## config.mk

```make
export PLATFORM = sky130hd
export DESIGN_NAME = mvuTop
export DESIGN_NICKNAME = d
export VERILOG_FILES = /design/src/mvuCtrlPkg.sv /design/src/mvuDataPkg.sv /design/src/mvuStepIf.sv /design/src/mvuTop.sv /design/src/mvuDrain.sv /design/src/mvuDotLane.sv /design/src/mvuFeeder.sv
export VERILOG_INCLUDE_DIRS = /design/src
export SDC_FILE = /design/constraint.sdc
export NUM_CORES = 2
export LEC_CHECK = 0
export BUFFER_PORTS_ARGS = -buffer_cell sky130_fd_sc_hd__buf_2
export CAP_MARGIN = 20
export CORE_MARGIN = 4
export CORE_UTILIZATION = 36
export CTS_CLUSTER_DIAMETER = 100
export CTS_CLUSTER_SIZE = 30
export DETAILED_ROUTE_END_ITERATION = 12
export SYNTH_ARGS = -nofsm -noshare
export SYNTH_HDL_FRONTEND = slang
export SYNTH_SLANG_ARGS = --single-unit
```

## constraint.sdc

```tcl
create_clock -name clk -period 4 [get_ports clk]
set_input_delay 0.6 -clock clk [delete_from_list [all_inputs] [get_ports clk]]
set_output_delay 0.6 -clock clk [all_outputs]
set_load 0.01 [all_outputs]
```

## src/mvuSettings.svh

```systemverilog
// matrix-vector unit build settings
// lane count, vector length, data widths and activation signedness
`ifndef MVU_SETTINGS_SVH
`define MVU_SETTINGS_SVH

// array shape
`define MVU_PE 4            // processing lanes, one matrix row each
`define MVU_SIMD 6          // elements per vector step

// operand widths
`define MVU_ACT_WIDTH 4     // raw activation bits
`define MVU_WEIGHT_WIDTH 4  // signed weight bits

// result widths
`define MVU_ACCU_WIDTH 16   // output width, results wrap here
`define MVU_SUM_WIDTH 24    // internal accumulator, wide enough for any test run

// 1 selects signed activations, 0 unsigned
`define MVU_SIGNED_ACT 1

`endif
```

## src/mvuCtrlPkg.sv

```systemverilog
// matrix-vector unit control types
// step opcode and per-stage control word of the lane pipeline
package mvuCtrlPkg;

    // bit 1 marks a skipped step, bit 0 closes the dot product
    typedef enum logic [1:0] {
        OP_MAC       = 2'b00,  // add the products
        OP_MAC_LAST  = 2'b01,  // add the products and finish
        OP_SKIP      = 2'b10,  // add zero
        OP_SKIP_LAST = 2'b11   // add zero and finish
    } stepOp;

    typedef struct packed {
        logic  valid;   // stage holds a real step
        stepOp op;
    } stageCtrl;

    function automatic stepOp encodeOp(input logic zero, input logic last);
        return stepOp'({zero, last});
    endfunction

    function automatic logic opIsLast(input stepOp op);
        return (op == OP_MAC_LAST) || (op == OP_SKIP_LAST);
    endfunction

    function automatic logic opIsSkip(input stepOp op);
        return (op == OP_SKIP) || (op == OP_SKIP_LAST);
    endfunction

endpackage

```

## src/mvuDataPkg.sv

```systemverilog
// matrix-vector unit data types
// activations, weight rows, products and accumulator words
`include "mvuSettings.svh"

package mvuDataPkg;

    // raw activation vector as it arrives at the top level
    typedef logic [`MVU_SIMD-1:0][`MVU_ACT_WIDTH-1:0] actRawVec;

    // one extra bit lets signed and unsigned activations share a signed multiply
    typedef logic signed [`MVU_ACT_WIDTH:0] actElem;
    typedef actElem [`MVU_SIMD-1:0] actVec;

    typedef logic signed [`MVU_WEIGHT_WIDTH-1:0] weightElem;
    typedef weightElem [`MVU_SIMD-1:0] weightRow;        // one lane's weights
    typedef weightRow [`MVU_PE-1:0] weightMatrix;        // all lanes

    // full-precision product of an extended activation and a weight
    typedef logic signed [`MVU_ACT_WIDTH+`MVU_WEIGHT_WIDTH:0] prodWord;
    typedef prodWord [`MVU_SIMD-1:0] prodVec;

    typedef logic signed [`MVU_SUM_WIDTH-1:0] sumWord;  // lane accumulator
    typedef sumWord [`MVU_PE-1:0] sumVec;               // totals of all lanes

    typedef logic [`MVU_ACCU_WIDTH-1:0] accuWord;        // truncated output result
    typedef accuWord [`MVU_PE-1:0] accuVec;

endpackage

```

## src/mvuStepIf.sv

```systemverilog
// step bus from the feeder to every dot-product lane
// carries one encoded step plus the global advance (stall) control
`timescale 1ns/1ps

interface mvuStepIf
    import mvuDataPkg::*, mvuCtrlPkg::*;
(
    input logic advance  // global step enable, low stalls every stage
);

    logic  stepValid;    // a step is present on the bus
    stepOp op;           // encoded zero/last
    actVec act;          // extended activations, shared by all lanes

    // feeder drives the step, advance comes from the top level
    modport feeder (
        output stepValid,
        output op,
        output act
    );

    // lanes only listen
    modport lane (
        input stepValid,
        input op,
        input act,
        input advance
    );

endinterface

```

## src/mvuTop.sv

```systemverilog
// matrix-vector multiply unit, top level
// feeder, one dot-product lane per output row and the result drain
`timescale 1ns/1ps
`include "mvuSettings.svh"

module mvuTop
    import mvuDataPkg::*;
(
    input  logic clk,
    input  logic rst,
    input  logic en,      // global step enable
    input  logic last,
    input  logic zero,
    input  logic [`MVU_SIMD-1:0][`MVU_ACT_WIDTH-1:0] a,
    input  logic [`MVU_PE-1:0][`MVU_SIMD-1:0][`MVU_WEIGHT_WIDTH-1:0] w,
    output logic vld,
    output logic [`MVU_PE-1:0][`MVU_ACCU_WIDTH-1:0] p
);

    weightMatrix        wReg;      // weights aligned with the step bus
    sumVec              totals;    // lane results
    logic [`MVU_PE-1:0] laneDone;  // only lane 0 is used, all run in lockstep

    mvuStepIf stepBus (.advance(en));  // en stalls every stage

    mvuFeeder i_mvuFeeder (
        .clk  (clk),
        .rst  (rst),
        .en   (en),
        .last (last),
        .zero (zero),
        .a    (a),
        .w    (w),
        .step (stepBus.feeder),
        .wReg (wReg)
    );

    for (genvar i = 0; i < `MVU_PE; i++) begin : genLane
        mvuDotLane i_mvuDotLane (
            .clk   (clk),
            .rst   (rst),
            .step  (stepBus.lane),
            .w     (wReg[i]),
            .done  (laneDone[i]),
            .total (totals[i])
        );
    end

    mvuDrain i_mvuDrain (
        .clk    (clk),
        .rst    (rst),
        .en     (en),
        .done   (laneDone[0]),
        .totals (totals),
        .vld    (vld),
        .p      (p)
    );

endmodule

```

## src/mvuDrain.sv

```systemverilog
// result drain of the matrix-vector unit
// captures the lane totals, truncates them to the output width and
// raises vld for one enabled edge per finished dot product
`timescale 1ns/1ps
`include "mvuSettings.svh"

module mvuDrain
    import mvuDataPkg::*;
(
    input  logic   clk,
    input  logic   rst,
    input  logic   en,       // stall holds vld and p
    input  logic   done,     // from lane 0, lanes run in lockstep
    input  sumVec  totals,   // full-width lane totals
    output logic   vld,
    output accuVec p         // truncated results
);

    always_ff @(posedge clk) begin
        if (rst) begin
            vld <= 1'b0;
            p   <= '0;
        end else if (en) begin
            vld <= done;     // stays high through a following stall
            if (done) begin
                for (int i = 0; i < `MVU_PE; i++) begin
                    p[i] <= totals[i][`MVU_ACCU_WIDTH-1:0];  // wrap to output width
                end
            end
            // p keeps the previous result otherwise
        end
    end

endmodule

```

## src/mvuDotLane.sv

```systemverilog
// dot-product lane of the matrix-vector unit
// multiplies one weight row by the shared activations, reduces the
// products with an adder tree and accumulates until a last step
`timescale 1ns/1ps
`include "mvuSettings.svh"

module mvuDotLane
    import mvuDataPkg::*, mvuCtrlPkg::*;
(
    input  logic     clk,
    input  logic     rst,
    mvuStepIf.lane   step,
    input  weightRow w,       // this lane's row, registered with the step
    output logic     done,    // total valid for this enabled edge
    output sumWord   total    // finished dot product
);

    localparam int levels = $clog2(`MVU_SIMD);  // adder tree depth
    localparam int leaves = 1 << levels;        // tree inputs padded to a power of two

    stageCtrl ctrl1;    // after product stage
    stageCtrl ctrl2;    // after adder-tree stage
    prodVec   prod;     // registered products
    sumWord   sum2;     // registered tree sum
    sumWord   accu;     // running accumulator
    sumWord   accuNext;
    sumWord   tree [levels+1][leaves];
    sumWord   treeSum;

    // pairwise reduction with unused leaves held at zero
    always_comb begin
        tree = '{default: '0};
        for (int i = 0; i < `MVU_SIMD; i++) begin
            tree[0][i] = $signed(prod[i]);           // sign-extend to accumulator width
        end
        for (int l = 0; l < levels; l++) begin
            for (int n = 0; n < (leaves >> (l + 1)); n++) begin
                tree[l+1][n] = tree[l][2*n] + tree[l][2*n+1];
            end
        end
    end

    assign treeSum  = tree[levels][0];
    assign accuNext = accu + sum2;

    // stage control, accumulator and done flag
    always_ff @(posedge clk) begin
        if (rst) begin
            ctrl1 <= '{valid: 1'b0, op: OP_SKIP};
            ctrl2 <= '{valid: 1'b0, op: OP_SKIP};
            accu  <= '0;
            done  <= 1'b0;
        end else if (step.advance) begin
            ctrl1 <= '{valid: step.stepValid, op: step.op};
            ctrl2 <= ctrl1;
            done  <= ctrl2.valid && opIsLast(ctrl2.op);  // one enabled edge per result
            if (ctrl2.valid) begin
                // restart from zero after a finished dot product
                accu <= opIsLast(ctrl2.op) ? '0 : accuNext;
            end
        end
    end

    // data path registers
    always_ff @(posedge clk) begin
        if (step.advance) begin
            for (int i = 0; i < `MVU_SIMD; i++) begin
                if (opIsSkip(step.op)) begin
                    prod[i] <= '0;  // skip steps contribute nothing
                end else begin
                    prod[i] <= $signed(step.act[i]) * $signed(w[i]);
                end
            end
            sum2 <= treeSum;
            if (ctrl2.valid && opIsLast(ctrl2.op)) begin
                total <= accuNext;  // includes this step's sum
            end
        end
    end

endmodule

```

## src/mvuFeeder.sv

```systemverilog
// step feeder of the matrix-vector unit
// extends activations, encodes zero/last into an opcode and
// registers the step and the weight matrix for the lanes
`timescale 1ns/1ps
`include "mvuSettings.svh"

module mvuFeeder
    import mvuDataPkg::*, mvuCtrlPkg::*;
(
    input  logic        clk,
    input  logic        rst,
    input  logic        en,     // step accepted on every enabled edge
    input  logic        last,   // step closes the dot product
    input  logic        zero,   // step contributes nothing
    input  actRawVec    a,      // raw activations
    input  weightMatrix w,      // one weight row per lane
    mvuStepIf.feeder    step,
    output weightMatrix wReg    // weights aligned with the step on the bus
);

    localparam bit signedAct = `MVU_SIGNED_ACT;

    actVec actExt;  // activations widened by one bit
    stepOp opNext;  // encoded flags of the incoming step

    // sign or zero extension, chosen at build time
    always_comb begin
        for (int i = 0; i < `MVU_SIMD; i++) begin
            actExt[i] = {signedAct && a[i][`MVU_ACT_WIDTH-1], a[i]};
        end
    end

    // raw flags are tested here only, lanes see the opcode
    assign opNext = encodeOp(zero, last);

    // control half of the step register
    always_ff @(posedge clk) begin
        if (rst) begin
            step.stepValid <= 1'b0;
            step.op        <= OP_SKIP;   // harmless idle opcode
        end else if (en) begin
            step.stepValid <= 1'b1;      // every enabled edge carries a step
            step.op        <= opNext;
        end
    end

    // payload half, qualified by stepValid downstream
    always_ff @(posedge clk) begin
        if (en) begin
            step.act <= actExt;
            wReg     <= w;               // weights travel with their step
        end
    end

endmodule

```

After elaboration in Yosys (flattened, before gate mapping)
Cells that the tools add are included.
{ "classes": {"n_addsub": 24, "mul": 24, "muxes": 4, "n_reduce_logical": 6, "eq_ne": 4} }
{ "op_table": {"columns": ["op", "n"], "rows": [
  ["24-bit adder", 12],
  ["4-bit by 4-bit multiplier with 8-bit output", 24],
  ["8-bit by 8-bit adder with 9-bit output", 12],
  ["24-bit two-way mux", 4],
  ["2-bit equality test, second input constant", 3],
  ["2-bit AND reduction", 3],
  ["2-bit by 1-bit equality test with 1-bit output, second input constant", 1],
  ["1-bit logical OR", 2],
  ["1-bit logical AND", 1]
]} }
{ "totals": {"register_bits": 643, "input_bits": 125, "output_inout_bits": 65, "word_cells": 140} }

Longest topological paths before layout
{ "depth": {"ltp_word": 4, "ltp_mapped": 17} }

By module
A second synthesis with hierarchy kept.
{ "hier_totals": {"hier_cells": 4702, "hier_area_um2": 49749.0} }
{ "modules_own_cells": {"columns": ["module", "area_each_um2", "seq_area_each_um2", "cells_each", "instances"], "rows": [
  ["mvuDotLane at genLane[0].i_mvuDotLane", 10898.0, 3283.1, 1092, 1],
  ["mvuDotLane at genLane[1].i_mvuDotLane", 10856.7, 3283.1, 1089, 1],
  ["mvuDotLane at genLane[2].i_mvuDotLane", 10770.3, 3283.1, 1049, 1],
  ["mvuDotLane at genLane[3].i_mvuDotLane", 10657.7, 3283.1, 1043, 1],
  ["mvuFeeder", 3744.8, 3663.5, 135, 1],
  ["mvuDrain", 2821.5, 1301.2, 294, 1]
]} }

Worst setup path before layout
OpenSTA, ideal clock, no wires.
{ "synth_timing": {"kind": "register to register", "startpoint": "register genLane[3].i_mvuDotLane.prod[36] (netlist bit)", "endpoint": "register genLane[3].i_mvuDotLane.sum2[10], data pin", "path_stages_with_launch": 17, "setup_slack_ns": 0.375, "arrival_time_ns": 3.455, "path_buffers": 0, "cell_sequence": "edfxtp_1 > ha_1 > fa_1 > a21o_1 > a21oi_1 > nor2b_1 > o21a_1 > nor2_1 > xor2_1 > fa_1 > inv_1 > ha_1 > or2_2 > a21oi_1 > a21oi_1 > and2_1 > o31ai_1"} }
{ "synth_rtl": {"columns": ["item", "line_no", "text"], "rows": [
  ["start: declaration", "mvuDotLane.sv:23", "prodVec prod;"],
  ["start signal: indexed assignment", "mvuDotLane.sv:71", "prod[i] <= $signed(step.act[i]) * $signed(w[i]);"],
  ["end signal: assignment", "mvuDotLane.sv:74", "sum2 <= treeSum;"],
  ["end: declaration", "mvuDotLane.sv:24", "sumWord sum2;"]
]} }

==> qor.csv <==
metric,value,unit
global-route wire length before repair,142000,µm
total CTS buffers,31,
status,completed,
vias in the first global route,26200,
Slew headroom,0.445,
syn_area_per_cell,10.8,µm²
height of the die,345,µm
Worst R2R Path Depth,12,
CP startpoint,genLane[0].i_mvuDotLane.prod[36],
number of clock sinks,577,
CP Class,register to register,
endpoints failing hold,0,
yosys synthesis warning count,0,
share of layout cells above drive strength 1,0.0927,
Tightest Hold Check Type,input pin to register,
"Seq/Total Area, Yosys",0.390,
Starting Density,0.363,
worst path arrival time,4.31,ns
CP endpoint kind,register,
Slew @ Worst Pin,0.833,ns
# port buffers,189,
worst r2r src,genLane[0].i_mvuDotLane.prod[36],
total number of vias,25700,
vias per cell,4.66,
Area Overhead vs Synth,10.9,%
DRC Markers,0,
antenna violation net count after detailed routing,0,
Post-Syn Instances,3799,
ys flop type,edfxtp_1,
Longest Clk Path Bufs,3,
Antenna Cells,0,
initial antenna violation count,0,
"Remaining Overflow, GRT",0,
Reg-to-Reg End,genLane[0].i_mvuDotLane.sum2[10],
"IR drop worst, VDD",0.505,mV
routed len/inst,15.9,µm
Iteration-0 DRC Markers,1221,
setup TNS,0,ns
crit path capture,genLane[0].i_mvuDotLane.sum2[10],
post-layout minimum cycle time,3.83,ns
placed cells,5462,
Clock transition at path regs,0.11,ns
Post-Syn Area,40900,µm²
row cnt,123,
footprint of the multi-input gates,23000,µm²
hold buffer count at CTS,0,
hpwl dp,71000,µm
GPL Wtd Cong,0.844,
Clock Latency Late Sink,0.68,ns
die area,119000,µm²
drt total wl,87600,µm
Fill cells,11000,
final core utilization,0.403,
largest net degree at the start of global routing,145,
sequential cell area,16000,µm²
Cell variety after synth,56,
reg2reg setup slack,0.17,ns
overall power,25300,µW
final slew viol count,0,
Core Area,113000,µm²
CTS tree,built,
Static Leak,0.0206,µW
gr usage total,0.147,
Initial DRT Pass Iterations,5,
CP Max Fanout,3,
Final setup viols,0,
Final period util,0.959,
"EDFF count, synth",440,
fraction of registers with async set or reset after synthesis,0,
H-Tree Depth,1,
# IOs,190,
max-cap violation count,0,
Max Clock Freq,261,MHz
CP required,4.47,ns
post-route insts no fill,5522,
Pwr per Cell Area,558,nW/µm²
fin nets,4875,
chip width,345,µm
Synthesized Nets,4676,
WHS,0.0881,ns
CP startpoint kind,register,
Max Clock Skew,0.0462,ns
Seq cells post-synth,577,
Clock Tree Root,clkbuf_16,
==> critical path, cell delays in order, from the launching register on <==
cell and delay [ns]:
edfxtp_1 0.39, ha_1 0.24, fa_1 0.40, xnor2_1 0.18, fa_1 0.60, inv_1 0.06
ha_1 0.29, a21o_1 0.18, a21oi_1 0.22, o21ai_0 0.15, a2111o_1 0.46, and3_1 0.24
o31ai_1 0.23
==> cell families after synthesis <==
kind of cell	count (synthesis)	share of synthesized area
DFF	577	0.390
AOI/OAI and AO/OA	584	0.0894
adders and majority gates	752	0.280
xor gates and xnor gates	317	0.0678
muxes	6	0.00147
buffers and inverters	596	0.0546
and+or+nand+nor	967	0.117
==> power breakdown <==
part	leakage, µW	internal (µW)	total, µW	switching (µW)
clock network	0.000548	1680	3970	2290
registers	0.00547	7940	8440	501
logic	0.0146	5660	12900	7250
total	0.0206	15300	25300	10000
==> cell type report <==
type,count,area share
Multi-Input combinational cell,2626,0.506
Inverter,506,0.0418
Clock inverter,19,0.00780
Tap cell,1500,0.0413
Clock buffer,38,0.0179
Timing Repair Buffer,256,0.0333
Sequential cell,577,0.352
==> registers in the layout (all words and copies together), names as in the netlist <==
register                    cells
genLane.i_mvuDotLane.accu      64
i_mvuFeeder.step.act           24
i_mvuFeeder.step.stepValid      1
genLane.i_mvuDotLane.ctrl1      2
i_mvuDrain.p                   64
genLane.i_mvuDotLane.done       1
genLane.i_mvuDotLane.prod     192
i_mvuFeeder.wReg               96
genLane.i_mvuDotLane.ctrl2      2
i_mvuFeeder.step.op             2
genLane.i_mvuDotLane.total     64
i_mvuDrain.vld                  1
genLane.i_mvuDotLane.sum2      64
==> stage by stage <==
stage | setup WS [ns] | cell area, µm²
after floorplan | 0.375 | 40900
after global placement | 0.156 | 44000
after detailed placement | 0.0760 | 44000
after CTS | 0.0161 | 45100
after global routing | -0.00680 | 45400
final | 0.165 | 45400
==> layer usage <==
metal,up-vias,wire [µm],GRT usage
met1,12200,42600,0.210
met2,348,40000,0.242
li1,13100,-,-
met5,-,0,0
met3,70,2670,0.0138
met4,0,2210,0.0344
==> cells in the mapped netlist, types with 7 or more instances <==
library cell	n	area share
a211oi_1	9	0.0017
a21o_1	99	0.018
a21oi_1	226	0.028
a22o_1	34	0.0073
a22oi_1	18	0.0033
a31oi_1	10	0.0015
and2_1	169	0.026
clkbuf_1	88	0.0081
dfxtp_1	137	0.067
edfxtp_1	440	0.32
fa_1	272	0.13
ha_1	480	0.15
inv_1	506	0.046
nand2_1	293	0.027
nand2b_1	91	0.014
nand3_1	9	0.0011
nand4_1	9	0.0014
nor2_1	195	0.018
nor2b_1	122	0.019
nor3_1	38	0.0046
o21a_1	20	0.0037
o21ai_0	104	0.013
o21bai_1	7	0.0013
o31a_1	7	0.0015
o31ai_1	15	0.0028
or2_2	11	0.0017
or3_1	10	0.0015
xnor2_1	211	0.045
xor2_1	106	0.023
==> layout by cell type, fill, tap and decap left out, types with 8 or more instances in the layout <==
cell | Yosys | layout
edfxtp_1 | 440 | 440
or2_2 | 11 | 11
a211oi_1 | 9 | 9
nand3_1 | 9 | 9
or3_1 | 10 | 10
xor2_1 | 106 | 100
buf_4 | 0 | 64
xnor2_2 | 0 | 8
nor3_1 | 38 | 36
fa_1 | 272 | 266
o21a_1 | 20 | 20
clkbuf_16 | 0 | 31
ha_1 | 480 | 480
nor2_1 | 195 | 193
o31ai_1 | 15 | 9
a31oi_1 | 10 | 9
nand2_1 | 293 | 292
a21oi_2 | 0 | 11
nand4_1 | 9 | 9
nor2b_1 | 122 | 122
a21oi_1 | 226 | 215
a22o_1 | 34 | 34
and2_1 | 169 | 167
a22oi_1 | 18 | 18
o21ai_0 | 104 | 99
nand2b_1 | 91 | 91
a21o_1 | 99 | 99
xnor2_1 | 211 | 203
inv_1 | 506 | 506
dfxtp_1 | 137 | 136
buf_2 | 0 | 187
==> worst min-delay path by stage <==
stage,start,end,slack (ns),depth (start not counted)
finish,a[11],i_mvuFeeder.step.act[13],0.09,1
floorplan,i_mvuFeeder.step.stepValid,i_mvuFeeder.step.stepValid,0.43,2
global placement,i_mvuDrain.p[51],i_mvuDrain.p[51],0.44,2
CTS,a[11],i_mvuFeeder.step.act[13],0.02,1
global route,w[44],i_mvuFeeder.wReg[44],0.04,1
detailed placement,i_mvuDrain.p[7],i_mvuDrain.p[7],0.44,2
==> timing repair <==
item / 4_1_cts / 5_1_grt
setup endpoints to repair: 0 / 31
endpoints found under the hold margin: 0 / 0
gates resized for setup: 0 / 52
buffers inserted: 0 / 3
Power figures use the tool's default switching activity.
